==> config.mk <==
export PLATFORM = sky130hd
export DESIGN_NAME = simmem_rsp_bank
export DESIGN_NICKNAME = d
export VERILOG_FILES = /design/src/simmem_pkg.sv /design/src/simmem_linkedlist_store.sv /design/src/simmem_rsp_bank.sv /design/src/simmem_rsp_ingress.sv /design/src/simmem_rsp_release.sv
export SDC_FILE = /design/constraint.sdc
export NUM_CORES = 1
export LEC_CHECK = 0
export ABC_CLOCK_PERIOD_IN_PS = 3400
export BUFFER_PORTS_ARGS = -buffer_cell sky130_fd_sc_hd__buf_2
export CAP_MARGIN = 20
export CORE_UTILIZATION = 35
export CTS_CLUSTER_SIZE = 24
export DETAILED_ROUTE_END_ITERATION = 16
export PLACE_DENSITY_LB_ADDON = 0.1
export SKIP_LAST_GASP = 1
export SYNTH_ARGS = -nofsm -noshare
export SYNTH_HDL_FRONTEND = slang
export SYNTH_SLANG_ARGS = --single-unit
==> constraint.sdc <==
create_clock -name clk_i -period 3.4 [get_ports clk_i]
set_input_delay 0.68 -clock clk_i [delete_from_list [all_inputs] [get_ports clk_i]]
set_output_delay 0.68 -clock clk_i [all_outputs]
set_load 0.02 [all_outputs]
==> src/simmem_pkg.sv <==
// Shared widths and types for the write response bank
// Included first in compile order, referenced by scoped names
// by the RTL modules and by the testbench

package simmem_pkg;

  ////////////////////////////////////////////////////////////
  // Identifier and payload widths
  ////////////////////////////////////////////////////////////

  // Width of an AXI write response identifier
  localparam int unsigned ID_W = 2;

  // One linked list per identifier value
  localparam int unsigned NUM_IDS = 2 ** ID_W;

  // Response body, identifier excluded
  localparam int unsigned PAYLOAD_W = 8;

  // Slot count used by the top level unless overridden
  localparam int unsigned DEFAULT_CAPACITY = 8;

  ////////////////////////////////////////////////////////////
  // Types
  ////////////////////////////////////////////////////////////

  // AXI identifier
  typedef logic [ID_W-1:0] id_t;

  // Response body
  typedef logic [PAYLOAD_W-1:0] payload_t;

  // Full response as carried on both ports and between blocks
  // Identifier sits in the upper bits
  typedef struct packed {
    id_t      id;
    payload_t payload;
  } rsp_t;

  // One head payload per identifier, towards the release stage
  typedef payload_t [NUM_IDS-1:0] head_payloads_t;

  // One flag per identifier
  typedef logic [NUM_IDS-1:0] id_mask_t;

endpackage

==> src/simmem_linkedlist_store.sv <==
// Slot storage of the response bank
// Payloads and next pointers live in flip-flop arrays indexed by slot,
// chained into one list per identifier with head, tail and length.
// Pushes come from the ingress, pops from the release stage

module simmem_linkedlist_store #(
  parameter int unsigned Capacity = simmem_pkg::DEFAULT_CAPACITY,
  localparam int unsigned SlotW = (Capacity > 1) ? $clog2(Capacity) : 1
) (
  input  logic                       clk_i,
  input  logic                       rst_ni,

  // Write of a newly accepted response
  input  logic                       i_push_valid,
  input  simmem_pkg::rsp_t           i_push_rsp,
  input  logic [SlotW-1:0]           i_push_slot,

  // Removal of the head of one list
  input  logic                       i_pop_valid,
  input  simmem_pkg::id_t            i_pop_id,

  // List state towards the release stage
  output simmem_pkg::id_mask_t       o_nonempty,
  output simmem_pkg::head_payloads_t o_head_payloads,

  // Slot given back to the ingress
  output logic                       o_free_valid,
  output logic [SlotW-1:0]           o_free_slot
);

  // Length must reach Capacity itself
  localparam int unsigned LenW = $clog2(Capacity + 1);

  ////////////////////////////////////////////////////////////
  // Slot arrays
  ////////////////////////////////////////////////////////////

  // Response bodies without identifier, which the list implies
  simmem_pkg::payload_t payload_q [Capacity];

  // Following slot in the same list
  logic [SlotW-1:0]     next_q    [Capacity];

  // Per identifier pointers and lengths
  logic [SlotW-1:0] head_d [simmem_pkg::NUM_IDS];
  logic [SlotW-1:0] head_q [simmem_pkg::NUM_IDS];
  logic [SlotW-1:0] tail_d [simmem_pkg::NUM_IDS];
  logic [SlotW-1:0] tail_q [simmem_pkg::NUM_IDS];
  logic [LenW-1:0]  len_d  [simmem_pkg::NUM_IDS];
  logic [LenW-1:0]  len_q  [simmem_pkg::NUM_IDS];

  // Old tail needs a link when its list already holds something
  logic link_tail;

  assign link_tail = i_push_valid && (len_q[i_push_rsp.id] != '0);

  // Payload and link written when a response arrives
  always_ff @(posedge clk_i) begin
    if (i_push_valid) begin
      payload_q[i_push_slot] <= i_push_rsp.payload;
    end
    if (link_tail) begin
      next_q[tail_q[i_push_rsp.id]] <= i_push_slot;
    end
  end

  ////////////////////////////////////////////////////////////
  // Per identifier list update
  ////////////////////////////////////////////////////////////

  for (genvar i_id = 0; i_id < simmem_pkg::NUM_IDS; i_id++) begin : g_list
    logic push_here;
    logic pop_here;

    assign push_here = i_push_valid && (i_push_rsp.id == simmem_pkg::id_t'(i_id));
    assign pop_here  = i_pop_valid && (i_pop_id == simmem_pkg::id_t'(i_id));

    always_comb begin
      head_d[i_id] = head_q[i_id];
      tail_d[i_id] = tail_q[i_id];
      len_d[i_id]  = len_q[i_id];

      // New response always becomes the tail
      if (push_here) begin
        tail_d[i_id] = i_push_slot;
        // In an empty list the new slot is also the head
        if (len_q[i_id] == '0) begin
          head_d[i_id] = i_push_slot;
        end
        len_d[i_id] = len_d[i_id] + LenW'(1);
      end

      if (pop_here) begin
        // Single entry replaced in the same cycle
        // Head jumps straight to the new slot because the old tail has no link yet
        if (push_here && (len_q[i_id] == LenW'(1))) begin
          head_d[i_id] = i_push_slot;
        end else begin
          head_d[i_id] = next_q[head_q[i_id]];
        end
        len_d[i_id] = len_d[i_id] - LenW'(1);
      end
    end

    // Registered lengths drive the release decision
    assign o_nonempty[i_id] = (len_q[i_id] != '0);

    // Asynchronous read of each head
    assign o_head_payloads[i_id] = payload_q[head_q[i_id]];
  end

  always_ff @(posedge clk_i or negedge rst_ni) begin
    if (!rst_ni) begin
      head_q <= '{default: '0};
      tail_q <= '{default: '0};
      len_q  <= '{default: '0};
    end else begin
      head_q <= head_d;
      tail_q <= tail_d;
      len_q  <= len_d;
    end
  end

  ////////////////////////////////////////////////////////////
  // Slot release
  ////////////////////////////////////////////////////////////

  // The popped head goes back to the ingress on the same edge
  assign o_free_valid = i_pop_valid;
  assign o_free_slot  = head_q[i_pop_id];

endmodule

==> src/simmem_rsp_bank.sv <==
// Write response bank of the simulated memory controller
// Responses are stored per AXI identifier in shared slots and leave in
// arrival order within an identifier, lowest identifier first

module simmem_rsp_bank #(
  parameter int unsigned Capacity = simmem_pkg::DEFAULT_CAPACITY,
  localparam int unsigned SlotW = (Capacity > 1) ? $clog2(Capacity) : 1
) (
  input  logic             clk_i,
  input  logic             rst_ni,

  // Incoming responses
  input  simmem_pkg::rsp_t i_rsp,
  input  logic             i_rsp_valid,
  output logic             o_rsp_ready,

  // Outgoing responses
  output simmem_pkg::rsp_t o_rsp,
  output logic             o_rsp_valid,
  input  logic             i_out_ready
);

  // Ingress to store
  logic                       push_valid;
  simmem_pkg::rsp_t           push_rsp;
  logic [SlotW-1:0]           push_slot;

  // Store to ingress
  logic                       free_valid;
  logic [SlotW-1:0]           free_slot;

  // Store and release stage
  simmem_pkg::id_mask_t       nonempty;
  simmem_pkg::head_payloads_t head_payloads;
  logic                       pop_valid;
  simmem_pkg::id_t            pop_id;

  // Slot allocation
  simmem_rsp_ingress #(
    .Capacity(Capacity)
  ) simmem_rsp_ingress_inst (
    .clk_i       (clk_i),
    .rst_ni      (rst_ni),
    .i_rsp       (i_rsp),
    .i_rsp_valid (i_rsp_valid),
    .o_rsp_ready (o_rsp_ready),
    .i_free_valid(free_valid),
    .i_free_slot (free_slot),
    .o_push_valid(push_valid),
    .o_push_rsp  (push_rsp),
    .o_push_slot (push_slot)
  );

  // Linked lists
  simmem_linkedlist_store #(
    .Capacity(Capacity)
  ) simmem_linkedlist_store_inst (
    .clk_i          (clk_i),
    .rst_ni         (rst_ni),
    .i_push_valid   (push_valid),
    .i_push_rsp     (push_rsp),
    .i_push_slot    (push_slot),
    .i_pop_valid    (pop_valid),
    .i_pop_id       (pop_id),
    .o_nonempty     (nonempty),
    .o_head_payloads(head_payloads),
    .o_free_valid   (free_valid),
    .o_free_slot    (free_slot)
  );

  // Release and output register
  simmem_rsp_release simmem_rsp_release_inst (
    .clk_i          (clk_i),
    .rst_ni         (rst_ni),
    .i_nonempty     (nonempty),
    .i_head_payloads(head_payloads),
    .o_pop_valid    (pop_valid),
    .o_pop_id       (pop_id),
    .o_rsp          (o_rsp),
    .o_rsp_valid    (o_rsp_valid),
    .i_out_ready    (i_out_ready)
  );

endmodule

==> src/simmem_rsp_ingress.sv <==
// Input side of the response bank
// Tracks which slots hold a response and hands the lowest free one
// to each accepted response, pushing it into the linked-list store

module simmem_rsp_ingress #(
  parameter int unsigned Capacity = simmem_pkg::DEFAULT_CAPACITY,
  localparam int unsigned SlotW = (Capacity > 1) ? $clog2(Capacity) : 1
) (
  input  logic              clk_i,
  input  logic              rst_ni,

  // Incoming responses
  input  simmem_pkg::rsp_t  i_rsp,
  input  logic              i_rsp_valid,
  output logic              o_rsp_ready,

  // Slot released by a pop in the store
  input  logic              i_free_valid,
  input  logic [SlotW-1:0]  i_free_slot,

  // Write request towards the store
  output logic              o_push_valid,
  output simmem_pkg::rsp_t  o_push_rsp,
  output logic [SlotW-1:0]  o_push_slot
);

  // One bit per slot, set while the slot holds a response
  logic [Capacity-1:0] occ_d;
  logic [Capacity-1:0] occ_q;

  // Lowest clear occupancy bit, one-hot, all zero when full
  logic [Capacity-1:0] free_onehot;
  logic [SlotW-1:0]    free_slot;

  ////////////////////////////////////////////////////////////
  // Lowest free slot
  ////////////////////////////////////////////////////////////

  // A slot wins when it is free and every slot below it is taken
  for (genvar i_slot = 0; i_slot < Capacity; i_slot++) begin : g_free_onehot
    if (i_slot == 0) begin : g_first
      assign free_onehot[i_slot] = ~occ_q[0];
    end else begin : g_rest
      assign free_onehot[i_slot] = ~occ_q[i_slot] & (&occ_q[i_slot-1:0]);
    end
  end

  // One-hot to binary
  always_comb begin
    free_slot = '0;
    for (int unsigned i_slot = 0; i_slot < Capacity; i_slot++) begin
      if (free_onehot[i_slot]) begin
        free_slot = SlotW'(i_slot);
      end
    end
  end

  ////////////////////////////////////////////////////////////
  // Handshake and occupancy
  ////////////////////////////////////////////////////////////

  // Ready only depends on registered occupancy
  assign o_rsp_ready = |free_onehot;

  // Accept and push in the same cycle
  assign o_push_valid = i_rsp_valid & o_rsp_ready;
  assign o_push_rsp   = i_rsp;
  assign o_push_slot  = free_slot;

  // The pushed slot is free and the freed slot is taken, so they never collide
  always_comb begin
    occ_d = occ_q;
    if (o_push_valid) begin
      occ_d[free_slot] = 1'b1;
    end
    if (i_free_valid) begin
      occ_d[i_free_slot] = 1'b0;
    end
  end

  always_ff @(posedge clk_i or negedge rst_ni) begin
    if (!rst_ni) begin
      occ_q <= '0;
    end else begin
      occ_q <= occ_d;
    end
  end

endmodule

==> src/simmem_rsp_release.sv <==
// Output side of the response bank
// Picks the lowest identifier with a waiting response, pops its head
// and holds it in the output register until the consumer takes it

module simmem_rsp_release (
  input  logic                       clk_i,
  input  logic                       rst_ni,

  // List state from the store
  input  simmem_pkg::id_mask_t       i_nonempty,
  input  simmem_pkg::head_payloads_t i_head_payloads,

  // Pop request towards the store
  output logic                       o_pop_valid,
  output simmem_pkg::id_t            o_pop_id,

  // Outgoing responses
  output simmem_pkg::rsp_t           o_rsp,
  output logic                       o_rsp_valid,
  input  logic                       i_out_ready
);

  // Output register
  simmem_pkg::rsp_t rsp_q;
  logic             rsp_valid_q;

  // Lowest non-empty identifier
  simmem_pkg::id_t  sel_id;

  // Register empty or handing off this cycle
  logic             can_load;

  ////////////////////////////////////////////////////////////
  // Identifier selection
  ////////////////////////////////////////////////////////////

  // Scan from the top so the lowest set bit wins
  always_comb begin
    sel_id = '0;
    for (int i_id = simmem_pkg::NUM_IDS - 1; i_id >= 0; i_id--) begin
      if (i_nonempty[i_id]) begin
        sel_id = simmem_pkg::id_t'(i_id);
      end
    end
  end

  assign can_load = !rsp_valid_q || i_out_ready;

  // Pop whenever the register can accept a new response
  assign o_pop_valid = can_load && (|i_nonempty);
  assign o_pop_id    = sel_id;

  ////////////////////////////////////////////////////////////
  // Output register
  ////////////////////////////////////////////////////////////

  // Valid follows the pop decision on every load opportunity
  always_ff @(posedge clk_i or negedge rst_ni) begin
    if (!rst_ni) begin
      rsp_valid_q <= 1'b0;
    end else if (can_load) begin
      rsp_valid_q <= |i_nonempty;
    end
  end

  // Content only changes on a pop, stays put under back-pressure
  always_ff @(posedge clk_i) begin
    if (o_pop_valid) begin
      rsp_q.id      <= sel_id;
      rsp_q.payload <= i_head_payloads[sel_id];
    end
  end

  assign o_rsp       = rsp_q;
  assign o_rsp_valid = rsp_valid_q;

endmodule

After elaboration in Yosys (flattened, before gate mapping)
Memory sizes are Yosys's and may differ from the RTL's.
Index checks and enable logic that the tools add are counted.
- input bits: 14
- memories: 2
- bits in writable memories: 88
- register bits: 59
- bits in latches: 0
- ROM bits: 0
- $lt $le $gt $ge: 7
- mux-type cells: 56
- shift operators: 0
- reductions and logical operators: 49
- bitwise logic cells: 21
- divide/modulo/power cells: 0
- multiply operators: 0
- $add $sub $neg: 8
- equality and inequality tests: 10
- memories (memory ; words ; bits a word ; rd ports ; clocked after Yosys merged registers in ; write ports ; RTL line ; RTL):
    simmem_linkedlist_store_inst.payload_q ; 8 ; 8 ; 4 ; 0 ; 1 ; simmem_linkedlist_store.sv:39 ; simmem_pkg::payload_t payload_q [Capacity];
    simmem_linkedlist_store_inst.next_q ; 8 ; 3 ; 4 ; 0 ; 1 ; simmem_linkedlist_store.sv:42 ; logic [SlotW-1:0] next_q [Capacity];
- operators with widths (cell ; number):
    2-to-1 mux 3 bit ; 26
    2-to-1 mux 4 bit ; 10
    2-to-1 mux 8 bit ; 3
    nonzero test 4 bit ; 5
    adder 4 x 1 -> 4 bit (second input constant) ; 4
    binary-select mux 8 bit (select 2 bit) ; 1
    == test 4 x 1 -> 1 bit (second input constant) ; 4
    logical AND 1 bit ; 16
    zero test 4 bit ; 4
    nonzero test 2 bit ; 8
    subtractor 4 x 1 -> 4 bit (second input constant) ; 4
    binary-select mux 3 bit (select 2 bit) ; 2
    AND reduction 2 bit ; 5
    bitwise AND 1 bit ; 8
    bitwise AND 8 bit ; 1
    binary-select mux 4 bit (select 2 bit) ; 1
    == test 2 bit (second input constant) ; 4
    less-than comparator 3 x 4 -> 1 bit (second input constant) ; 2
    2-to-1 mux 2 bit ; 4
    NOT 1 bit ; 8
    NOT 8 bit ; 1
    OR 8 bit ; 1
    OR reduction 8 bit ; 1
    2-to-1 mux 1 bit ; 7
    15 further kinds ; 21

Depth between registers and ports, before layout
Gate-level depths: netlist of the first run.
- depth after elaboration: 17
- depth in mapped cells: 10

By module
A second synthesis of the first run with hierarchy kept.
- cell total of the unflattened synthesis: 634
- area, all modules: 9019.9 µm²
- modules (own cells, without submodules) (module ; instances ; cells an instance ; area each (µm²)):
    simmem_linkedlist_store ; 1 ; 543 ; 7918.8
    simmem_rsp_release ; 1 ; 30 ; 578.1
    simmem_rsp_ingress ; 1 ; 61 ; 523.0

Worst setup path after synthesis of the first run
Ideal clock, no wire load.
- kind: register to register
- start point: register simmem_linkedlist_store_inst.len_q[12] (netlist bit)
- end point: register simmem_rsp_ingress_inst.occ_q[2]
- setup time: 0.126 ns
- path buffers: 1
- setup slack: 0.867 ns
- clock period less this slack: 2.533 ns
- arrival: 2.407 ns
- stages on the path, launching flop included: 9
- path through: dfrtp_1 inv_1 ha_1 or3b_4 buf_2 nor2_1 a21oi_1 nand2_1 o32a_1
- RTL lines (what ; RTL line ; RTL):
    from (decl) ; simmem_linkedlist_store.sv:50 ; logic [LenW-1:0] len_q [simmem_pkg::NUM_IDS];
    from (signal assigned) ; simmem_linkedlist_store.sv:120 ; len_q <= len_d;
    nonzero test 4 bit ; simmem_linkedlist_store.sv:106 ; assign o_nonempty[i_id] = (len_q[i_id] != '0);
    OR reduction 4 bit ; simmem_rsp_release.sv:50 ; assign o_pop_valid = can_load && (|i_nonempty);
    logical AND 1 bit ; simmem_rsp_release.sv:50 ;
    via free_valid ; simmem_rsp_bank.sv:29 ; logic free_valid;
    2-to-1 mux 8 bit ; simmem_rsp_ingress.sv:76 ; if (i_free_valid) begin
    via simmem_rsp_ingress_inst.occ_d[2] ; simmem_rsp_ingress.sv:28 ; logic [Capacity-1:0] occ_d;
    to (signal assigned) ; simmem_rsp_ingress.sv:83 ; occ_q <= '0;
    to (signal assigned) ; simmem_rsp_ingress.sv:85 ; occ_q <= occ_d;
    to (decl) ; simmem_rsp_ingress.sv:29 ; logic [Capacity-1:0] occ_q;
The timed path passes the listed nets, and every way through them passes these cells. The select of a mux whose other input is x is not followed.
A chain may end at the register's enable or synchronous reset.

Worst setup path in the final report of the first run
- start point: register simmem_linkedlist_store_inst.len_q[5] (netlist bit)
- end point: register simmem_rsp_ingress_inst.occ_q[4]
- word-level cells in the longest chain between the ends: 15
- ends and longest elaborated chain (what ; RTL line ; RTL):
    nonzero test 4 bit (*) ; simmem_linkedlist_store.sv:106 ;
    2-to-1 mux 2 bit (3 in a row) ; simmem_rsp_release.sv:41 ; if (i_nonempty[i_id]) begin
    NOT 2 -> 3 bit (not written as such) ; simmem_linkedlist_store.sv:130 ; assign o_free_slot = head_q[i_pop_id];
    binary-select mux 3 bit (select 2 bit) ; simmem_linkedlist_store.sv:130 ;
    2-to-1 mux 3 bit (not written as such) (2 in a row) ; simmem_linkedlist_store.sv:130 ;
    less-than comparator 3 x 4 -> 1 bit (not written as such) / >= comparator 3 x 1 -> 1 bit (equally long branches) ; simmem_rsp_ingress.sv:77 ; occ_d[i_free_slot] = 1'b0;
    logical AND 1 bit (not written as such) ; simmem_rsp_ingress.sv:77 ;
    2-to-1 mux 1 bit (not written as such) ; simmem_rsp_ingress.sv:77 ;
    demux 1 bit (select 3 bit) ; - ;
    NOT 8 bit (no line) ; - ;
    bitwise AND 8 bit (no line) ; - ;
    2-to-1 mux 8 bit (*) ; simmem_rsp_ingress.sv:76 ;
    via simmem_rsp_ingress_inst.occ_d[4] ; simmem_rsp_ingress.sv:28 ;
Mark *: on every way through the listed nets, which the timed path passes. The rest lies on a longest branch. The select of a mux whose other input is x is not followed.

==> out/results.ini, run 1 <==
[outcome]
status=completed

[cts]
clock_latency_ns=0.43
ctsHoldBuffers=0
numCtsBuffers=17
h-tree-depth=4
clock-sinks=147
cts_buffer_depth=2
cts_setup_buffers=0
cts_root_buf=clkbuf_16
postCtsResizedCells=0
cts_tree=yes
clk_pin_slew_ns=0.07

[timing]
setup_viol_count_final=0
max_freq_mhz=349
whs_ns=0.362
timing.final.crit_share_pct=84.3
finalCriticalPeriod_ns=2.86
relSlewSlack_pct=39.0
final.setup.tns_ns=0
slew_violations=0
final_hold_viol_count=0
worstMarginPinSlew_ns=0.916
skew_ns=0.0140
rsz0062_at_grt=false

[setup_path]
cp.required_ns=3.71
cp.arrival_ns=3.18
cp-end-kind=flop
startpoint_type=flop
reg2reg_depth=9
path_class=flop to flop
critPathMaxFanout=11

[cells_and_area]
multi_input_area_sq_um=4530
areaGrowthSynthToFinish_pct=13.7
layout.nets=708
final_area_sq_um=10200
drive_above_1_share_pct=30.4
n_antenna_cell=0
finalNonFillerCells=1021
seqCellArea_sq_um=4170
fillers=2360

[min_path]
min_path_type=primary input to asynchronous set/reset pin

[die]
fp.dieW_microns=162
dieHeight_microns=162
row_count=58
core_area_sq_um=25100
num_io_pins=26
die_area_sq_um=26200
start_util_pct=35.6

[route]
ant_nets=0
wl_per_cell_microns=23.4
vias_per_cell=5.76
drt_pass1_iterations=4
drt_iter0_markers=634
num_vias=5883
drt_wl_total_mm=23.9
drcViolationCount=0

[synthesis]
synth_seq_cells=147
synth.most_common_cell=edfxtp_1
synth_largest_area_cell=edfxtp_1
yosys.cell_types.count=61
yosysTopAreaCellShare_pct=32.9
syn_inst=644
synth_async_sr_flop_share_pct=33.3
ys_top_cells_by_area=edfxtp_1, mux4_2, dfrtp_1
synth_edf_count=98
synthTopCellsByCount=edfxtp_1, mux4_2, dfrtp_1, mux2i_1, nand2_1
synth-seq-area-share_pct=46.6
synthesis.nets=674
syn_area_sq_um=8950
synthFlopType=edfxtp_1
avgSynthCellArea_sq_um=13.9
ys_warn_count=0

[global_route]
grt_use_total_pct=19.4
grt_pass1_wl_mm=37.1
antenna_found_initial=0
grt_pass1_vias=6214
grt_overflow_total=0
grt_max_degree=35

[place]
hpwl_mm=16.7
numPlacedInstances=989
postPlaceCellArea_sq_um=9560
gp_routability_congestion=0.830
port_buffers=25

[power_and_ir_drop]
intPower_w=0.00547
power_frac_comb_pct=44.1
clkPwrFrac_pct=21.5
seq_power_share_pct=34.4
power.net_switching_w=0.00346
p_per_area_nw_per_um2=878
peakVddDrop_mv=0.421
power_leakage_nw=3.58
power_w=0.00894
switching_share_pct=38.7

[flow_run]
maxCapViolations=0

-- sequential cells by signal (all words and copies together), names as in the netlist --
name,flops
simmem_linkedlist_store_inst.payload_q,64
simmem_linkedlist_store_inst.next_q,24
simmem_linkedlist_store_inst.len_q,16
simmem_linkedlist_store_inst.head_q,12
simmem_linkedlist_store_inst.tail_q,12
simmem_rsp_release_inst.o_rsp,10
simmem_rsp_ingress_inst.occ_q,8
simmem_rsp_release_inst.o_rsp_valid,1
-- stage by stage --
| step | utilization (%) | setup slack, ns |
|---|---|---|
| final | 40.5 | 0.535 |
| after global routing | 40.5 | 0.305 |
| after CTS | 40.5 | 0.598 |
| after detailed placement | 38.1 | 0.614 |
| after global placement | 38.1 | 0.637 |
| after floorplan | - | 0.867 |
-- power by group through the flow --
stage	sequential [W]	clock, W	combinational [W]
after floorplan	0.00284	0	0.00306
after global placement	0.00309	0	0.00392
after detailed placement	0.00311	0	0.00396
after CTS	0.00307	0.00196	0.00397
after global routing	0.00315	0.00204	0.00430
final	0.00308	0.00192	0.00394
-- final timing paths --
path	from	end	slack [ns]
worst min-delay path	rst_ni	simmem_linkedlist_store_inst.len_q[15]	0.36
worst max-delay path	simmem_linkedlist_store_inst.len_q[5]	simmem_rsp_ingress_inst.occ_q[4]	0.54
worst min register to register	simmem_linkedlist_store_inst.tail_q[10]	simmem_linkedlist_store_inst.tail_q[10]	0.48
max in group asynchronous	rst_ni	simmem_linkedlist_store_inst.tail_q[0]	2.31
min in group clk_i	simmem_linkedlist_store_inst.tail_q[10]	simmem_linkedlist_store_inst.tail_q[10]	0.48
worst max register to register	simmem_linkedlist_store_inst.len_q[5]	simmem_rsp_ingress_inst.occ_q[4]	0.54
-- placed cells by master, fill, tap and decap left out, drive strengths merged, types with 6 or more instances in the layout --
master / count
a21oi: 16
a31oi: 7
buf: 58
clkbuf: 17
dfrtp: 49
edfxtp: 98
ha: 16
inv: 22
mux2: 9
mux2i: 47
mux4: 92
nand2: 46
nand2b: 7
nand3: 13
nor2: 26
nor3: 11
nor3b: 8
nor4: 6
o21ai: 28
o22ai: 17
or2: 9
xnor2: 15
xor2: 6
-- routing by layer --
layer	routed length, microns	track usage (%)
met1	10400	24.9
met4	608	8.28
met5	0	0
met3	1150	3.37
met2	11800	32.3
-- worst max-delay path, cell delays in order, from the launching register on --
cell and delay (ns):
dfrtp_1 0.47, inv_1 0.13, ha_1 0.18, or3b_1 0.52, nor3_1 0.32, nor2_1 0.07
buf_4 0.21, o2bb2ai_1 0.46, nand2_1 0.15, o22a_1 0.23
-- area by class of cell --
class | count | share of cell area, %
inverter | 14 | 0.517
clock buffer | 17 | 4.18
multi-input combinational | 440 | 44.5
clock inverter | 15 | 1.81
tap | 330 | 4.06
sequential | 147 | 41.0
timing repair buffer | 58 | 3.91
-- cell families (layout without fill, tap and decap cells) --
group | after synthesis | after routing | synth area share, %
AO/OA/AOI/OAI | 101 | 101 | 7.58
XOR/XNOR | 21 | 21 | 2.06
adder cells (fa/ha/maj) | 16 | 16 | 2.24
buffers and inverters | 57 | 104 | 2.77
flip-flops | 147 | 147 | 46.6
multiplexers | 148 | 148 | 29.6
AND/OR/NAND/NOR | 154 | 154 | 9.20
No activity file was read; power rests on OpenSTA's default activity.
==> run 2, diff against run 1 <==
Settings changed: ABC_CLOCK_PERIOD_IN_PS 3400 to 2600.
Clock period 3.4 ns to 2.6 ns, I/O delays scaled along.
==> run 2 against run 1 <==
Global-route usage up 0.61 points. Non-clock buffer count rose by 47. Cell area increased by 3.9%. Sequential power is 23% higher. Clock-buffer cell count stayed put. Flip-flop and latch count stayed put. Utilization up 1.6 points. Die area unchanged. Worst setup slack worse by 0.41 ns. Maximum frequency is 16% higher. Via count is 4.1% higher.
==> out/results.ini, run 2 (synthesis results as in run 1) <==
[place]
gp_routability_congestion=0.809  ; -2.5%
numPlacedInstances=1034  ; +4.6%
hpwl_mm=17.8  ; +6.7%
port_buffers=25  ; unchanged
postPlaceCellArea_sq_um=9940  ; +3.9%

[setup_path]
path_buf_inv=1  ; -1
path_class=flop to flop
path_cells=inv_1 > ha_1 > or3b_4 > nor3_4 > nand2_4 > a31o_4 > and3_4 > a211o_1
cp.required_ns=2.92  ; -0.79 ns
cp_slowest_stage_delay_ns=0.48  ; -0.04 ns
cp.arrival_ns=2.79  ; -0.39 ns
startpoint_type=flop
path_delay_family=simple AND/OR/NAND/NOR gates
critPathLaunch=simmem_linkedlist_store_inst.len_q[13]
cp-end-kind=flop
regToRegStartpoint=simmem_linkedlist_store_inst.len_q[13]
critPathMaxFanout=11  ; unchanged
r2r_setup_slack_ns=0.13  ; -0.41 ns
cp_slowest_cell=or3b_4

[timing]
worstMarginPinSlew_ns=0.749  ; -0.167 ns
timing.final.crit_share_pct=95.2  ; +11 points
skew_ns=0.0188  ; +0.00475 ns
final_hold_viol_count=0  ; unchanged
rsz0062_at_grt=false
max_freq_mhz=404  ; +16%
final.setup.tns_ns=0  ; unchanged
relSlewSlack_pct=49.6  ; +11 points
slew_violations=0  ; unchanged
setup_viol_count_final=0  ; unchanged
finalCriticalPeriod_ns=2.47  ; -0.391 ns

[cts]
clock-sinks=147  ; unchanged
cts_tree=yes
cts_root_buf=clkbuf_16
h-tree-depth=4  ; unchanged
cts_buffer_depth=2  ; unchanged
clk_pin_slew_ns=0.07  ; about the same
clock_latency_ns=0.44  ; about the same
numCtsBuffers=17  ; unchanged

[global_route]
grt_use_total_pct=20.0  ; +0.61 points
grt_pass1_vias=6406  ; +3.1%
grt_pass1_wl_mm=38.6  ; +4.1%
antenna_found_initial=0  ; unchanged
grt_max_degree=37  ; +5.7%
grt_overflow_total=0  ; unchanged

[min_path]
worstHoldStart=i_rsp[3]
min_path_type=primary input to flop

[power_and_ir_drop]
peakVddDrop_mv=0.444  ; +5.6%
power_leakage_nw=3.82  ; +6.8%
p_per_area_nw_per_um2=1150  ; +31%

[die]
dieHeight_microns=162  ; unchanged
num_io_pins=26  ; unchanged
die_area_sq_um=26200  ; unchanged
row_count=58  ; unchanged
start_util_pct=35.6  ; unchanged
core_area_sq_um=25100  ; unchanged
fp.dieW_microns=162  ; unchanged

[cells_and_area]
layout_commonest_cell=edfxtp_1
finalNonFillerCells=1068  ; +4.6%
n_antenna_cell=0  ; unchanged
drive_above_1_share_pct=35.8  ; +5.4 points
layout.nets=755  ; +6.6%
final_area_sq_um=10600  ; +3.9%
areaGrowthSynthToFinish_pct=18.1
layout_common_cells=edfxtp_1, mux4_2, buf_4
largest_register_ffs=64  ; unchanged
regMostFlops=simmem_linkedlist_store_inst.payload_q

[route]
drt_iter0_markers=465  ; -27%
drcViolationCount=0  ; unchanged
drt_pass1_iterations=5  ; +1
drt_wl_total_mm=24.8  ; +3.7%
num_vias=6127  ; +4.1%
wl_per_cell_microns=23.2  ; -0.89%
vias_per_cell=5.74  ; -0.44%
ant_nets=0  ; unchanged

[flow_run]
maxCapViolations=0  ; unchanged

[outcome]
status=completed

run 2: cell count changes in the layout (fill, tap and decap cells not counted), moves of 2 or more:
cell / before / now
or3b_1: 2 / 0
buf_12: 2 / 5
inv_6: 1 / 6
or3b_4: 1 / 3
clkinv_8: 5 / 0
inv_8: 7 / 4
buf_4: 31 / 74
run 2: final timing paths:
| path | endpoint | cells past startpoint |
|---|---|---|
| min in group asynchronous | simmem_linkedlist_store_inst.tail_q[7] | 2 |
| max in group asynchronous | simmem_rsp_ingress_inst.occ_q[2] | 3 |
| max reg2reg | simmem_linkedlist_store_inst.head_q[5] | 8 |
| min reg2reg | simmem_linkedlist_store_inst.tail_q[3] | 2 |
| min | simmem_linkedlist_store_inst.payload_q[2][3] | 1 |
| max | simmem_linkedlist_store_inst.head_q[5] | 8 |
run 2: report_power, final:
group / switching (W) / internal (W) / leakage (nW) / total [W]
combinational: 0.00294 / 0.00295 / 2.03 / 0.00589
clock: 0.00113 / 0.00136 / 0.283 / 0.00250
sequential: 0.000539 / 0.00324 / 1.51 / 0.00378
run 2: per-stage QoR:
stage               worst slack (ns)  utilization [%]  hold slack (ns)  power [W]
global route                  0.0143             42.1            0.346     0.0129
global placement               0.108             39.6            0.438    0.00966
detailed placement            0.0217             39.6            0.446    0.00972
CTS                           0.0403             41.9            0.339     0.0123
finish                         0.126             42.1            0.357     0.0122
floorplan                     0.0669                -            0.224    0.00772
run 2: timing repair:
| item | 4_1_cts | 5_1_grt |
|---|---|---|
| setup endpoints to repair | 1 | 20 |
| hold buffers | 1 | 0 |
| buffers inserted | 0 | 1 |
| resized for setup | 0 | 9 |
| pin swaps | 1 | 1 |
| endpoints found under the hold margin | 13 | 0 |
run 2: layout make-up:
class	count	area, sq um
Fill cell	2342	14500
Multi-Input combinational cell	440	4560
Sequential cell	147	4170
Timing Repair Buffer	105	791
Clock buffer	17	425
Tap cell	330	413
Clock inverter	15	156
Inverter	14	52.6
run 2: routing by layer:
| layer | part of all wire [%] | wire (microns) | vias up | track usage, % |
|---|---|---|---|---|
| li1 | - | - | 2751 | - |
| met2 | 51 | 12500 | 126 | 33.8 |
| met5 | 0 | 0 | - | 0 |
| met3 | 3.5 | 871 | 35 | 3.60 |
| met1 | 44 | 11000 | 3215 | 26.1 |
| met4 | 1.5 | 360 | 0 | 6.13 |
run 2: worst register-to-register path, delay by kind of cell, from the launching register on:
kind,cells,cell delay (ns)
and+or+nand+nor,4,1.13
AOI/OAI and AO/OA,2,0.49
DFF,1,0.43
adders and majority gates,1,0.17
buffers and inverters,1,0.14
==> run 3, diff against run 2 <==
Settings changed: ABC_CLOCK_PERIOD_IN_PS 2600 to 2440, CELL_PAD_IN_SITES_DETAIL_PLACEMENT from default to 0, CELL_PAD_IN_SITES_GLOBAL_PLACEMENT from default to 1.
Clock period 2.6 ns to 2.44 ns, I/O delays scaled along.
==> run 3 against run 2 <==
Die area stayed put. Sequential share of layout area shrank 0.57 points. Combinational power increased by 11%. Power increased by 8.4%. Non-clock buffer count rose by 11. Clock skew shrank 0.0049 ns. Clock power is 7% higher. Cell area is 1.5% higher. Largest cell class unchanged. Largest power group unchanged. Highest routed layer unchanged.
==> out/results.ini, run 3 (synthesis results as in run 1) <==
[die]
num_io_pins=26  ; unchanged
start_util_pct=35.6  ; unchanged
row_count=58  ; unchanged
dieHeight_microns=162  ; unchanged
core_area_sq_um=25100  ; unchanged
fp.dieW_microns=162  ; unchanged
die_area_sq_um=26200  ; unchanged

[timing]
final.setup.tns_ns=0  ; unchanged
setup_viol_count_final=0  ; unchanged
worstMarginPinSlew_ns=0.808  ; +0.0596 ns
finalCriticalPeriod_ns=2.34  ; -0.131 ns
timing.final.crit_share_pct=96.0  ; +0.88 points
slew_violations=0  ; unchanged
skew_ns=0.0139  ; -0.00493 ns
rsz0062_at_grt=true
final_hold_viol_count=0  ; unchanged
relSlewSlack_pct=46.1  ; -3.5 points
max_freq_mhz=427  ; +5.6%

[route]
drt_wl_total_mm=25.0  ; +0.91%
vias_per_cell=5.65  ; -1.6%
drt_iter0_markers=486  ; +4.5%
wl_per_cell_microns=23.2  ; -0.21%
num_vias=6097  ; -0.49%
drcViolationCount=0  ; unchanged
drt_pass1_iterations=4  ; -1
ant_nets=0  ; unchanged

[setup_path]
path_cells=inv_2 > ha_4 > or3b_4 > o21a_1 > a311oi_2 > nand2_2 > o32a_1
startpoint_type=flop
cp_slowest_cell=or3b_4
cp-end-kind=flop
cp.arrival_ns=2.65  ; -0.14 ns
critPathMaxFanout=6  ; -5
cp_slowest_stage_delay_ns=0.45  ; -0.03 ns
cp.required_ns=2.75  ; -0.17 ns
path_class=flop to flop

[place]
postPlaceCellArea_sq_um=10100  ; +1.1%
numPlacedInstances=1047  ; +1.3%
port_buffers=25  ; unchanged
gp_routability_congestion=0.819  ; +1.2%
hpwl_mm=18.2  ; +2.2%

[power_and_ir_drop]
power_leakage_nw=3.90  ; +2.1%
peakVddDrop_mv=0.497  ; +12%
p_per_area_nw_per_um2=1230  ; +6.9%

[cells_and_area]
final_area_sq_um=10700  ; +1.5%
regMostFlops=simmem_linkedlist_store_inst.payload_q
areaGrowthSynthToFinish_pct=19.8
layout.nets=767  ; +1.6%
drive_above_1_share_pct=37.9  ; +2.1 points
layout_commonest_cell=edfxtp_1
layout_common_cells=edfxtp_1, mux4_2, buf_4
n_antenna_cell=0  ; unchanged
largest_register_ffs=64  ; unchanged
finalNonFillerCells=1080  ; +1.1%

[cts]
numCtsBuffers=17  ; unchanged
cts_buffer_depth=2  ; unchanged
cts_setup_buffers=0  ; unchanged
clock_latency_ns=0.43  ; about the same
cts_tree=yes
clock-sinks=147  ; unchanged
cts_root_buf=clkbuf_16
h-tree-depth=4  ; unchanged
clk_pin_slew_ns=0.07  ; about the same

[min_path]
min_path_type=primary input to asynchronous set/reset pin

[flow_run]
maxCapViolations=0  ; unchanged

[global_route]
grt_pass1_wl_mm=38.0  ; -1.6%
grt_overflow_total=0  ; unchanged
grt_max_degree=34  ; -8.1%
antenna_found_initial=0  ; unchanged
grt_pass1_vias=6304  ; -1.6%
grt_use_total_pct=19.8  ; -0.19 points

[outcome]
status=completed

-- run 3: cell count changes in the layout (fill, tap and decap cells not counted), sizes merged, moves of 2 or more --
cell,previous run,this run
buf,104,116
clkinv,2,4
clkinvlp,2,0
inv,24,22
-- run 3: path summary, 6_finish.rpt --
check,start,endpoint,slack [ns],cells past startpoint
min in group clk_i,i_rsp[5],simmem_linkedlist_store_inst.payload_q[6][5],0.32,1
hold reg to reg,simmem_linkedlist_store_inst.tail_q[7],simmem_linkedlist_store_inst.tail_q[7],0.48,2
setup reg to reg,simmem_linkedlist_store_inst.len_q[13],simmem_rsp_ingress_inst.occ_q[2],0.1,7
setup / recovery,simmem_linkedlist_store_inst.len_q[13],simmem_rsp_ingress_inst.occ_q[2],0.1,7
hold / removal,rst_ni,simmem_linkedlist_store_inst.len_q[14],0.13,1
max in group asynchronous,rst_ni,simmem_linkedlist_store_inst.len_q[7],1.61,2
-- run 3: cell type report --
type                       count  area, sq um
sequential                   147         4170
inverter                      14         52.6
fill                        2355        14400
timing repair buffer         116          883
multi-input combinational    441         4610
tap                          330          413
clock inverter                14          164
clock buffer                  18          429
-- run 3: per-stage QoR --
stage          total power, W  setup slack, ns  hold slack (ns)  utilization (%)
2_1_floorplan         0.00823           0.0291            0.192                -
3_3_place_gp           0.0104         -0.00133            0.460             40.0
3_5_place_dp           0.0105           0.0348            0.472             40.0
4_1_cts                0.0132          0.00858            0.169             42.4
5_1_grt                0.0139          -0.0180            0.182             42.7
6_report               0.0132           0.0965            0.128             42.7
-- run 3: critical path: cells and delay by family, from the launching register on --
| kind | cells | cell delay [ns] |
|---|---|---|
| AOI/OAI and AO/OA | 3 | 0.96 |
| adders and majority gates | 1 | 0.16 |
| buffers and inverters | 1 | 0.10 |
| DFF | 1 | 0.39 |
| and+or+nand+nor | 2 | 0.60 |
-- run 3: per-layer routing --
layer	vias up	GRT usage, %	part of all wire (%)
met5	-	0	0
met4	0	5.62	1.7
met3	27	3.68	4.7
met2	174	33.0	50
met1	3119	26.3	44
li1	2777	-	-
-- run 3: repair_timing --
| item | in CTS | in global routing |
|---|---|---|
| hold buffers | 0 | 0 |
| resized for setup | 0 | 19 |
| endpoints found under the setup margin | 0 | 44 |
| hold endpoints to repair | 0 | 0 |
-- run 3: report_power, final --
| part | switching, W | total (W) | internal, W | leakage (nW) |
|---|---|---|---|---|
| clock network | 0.00114 | 0.00268 | 0.00154 | 0.293 |
| logic | 0.00328 | 0.00653 | 0.00325 | 2.10 |
| registers | 0.000522 | 0.00398 | 0.00346 | 1.51 |
| total | 0.00494 | 0.0132 | 0.00825 | 3.90 |
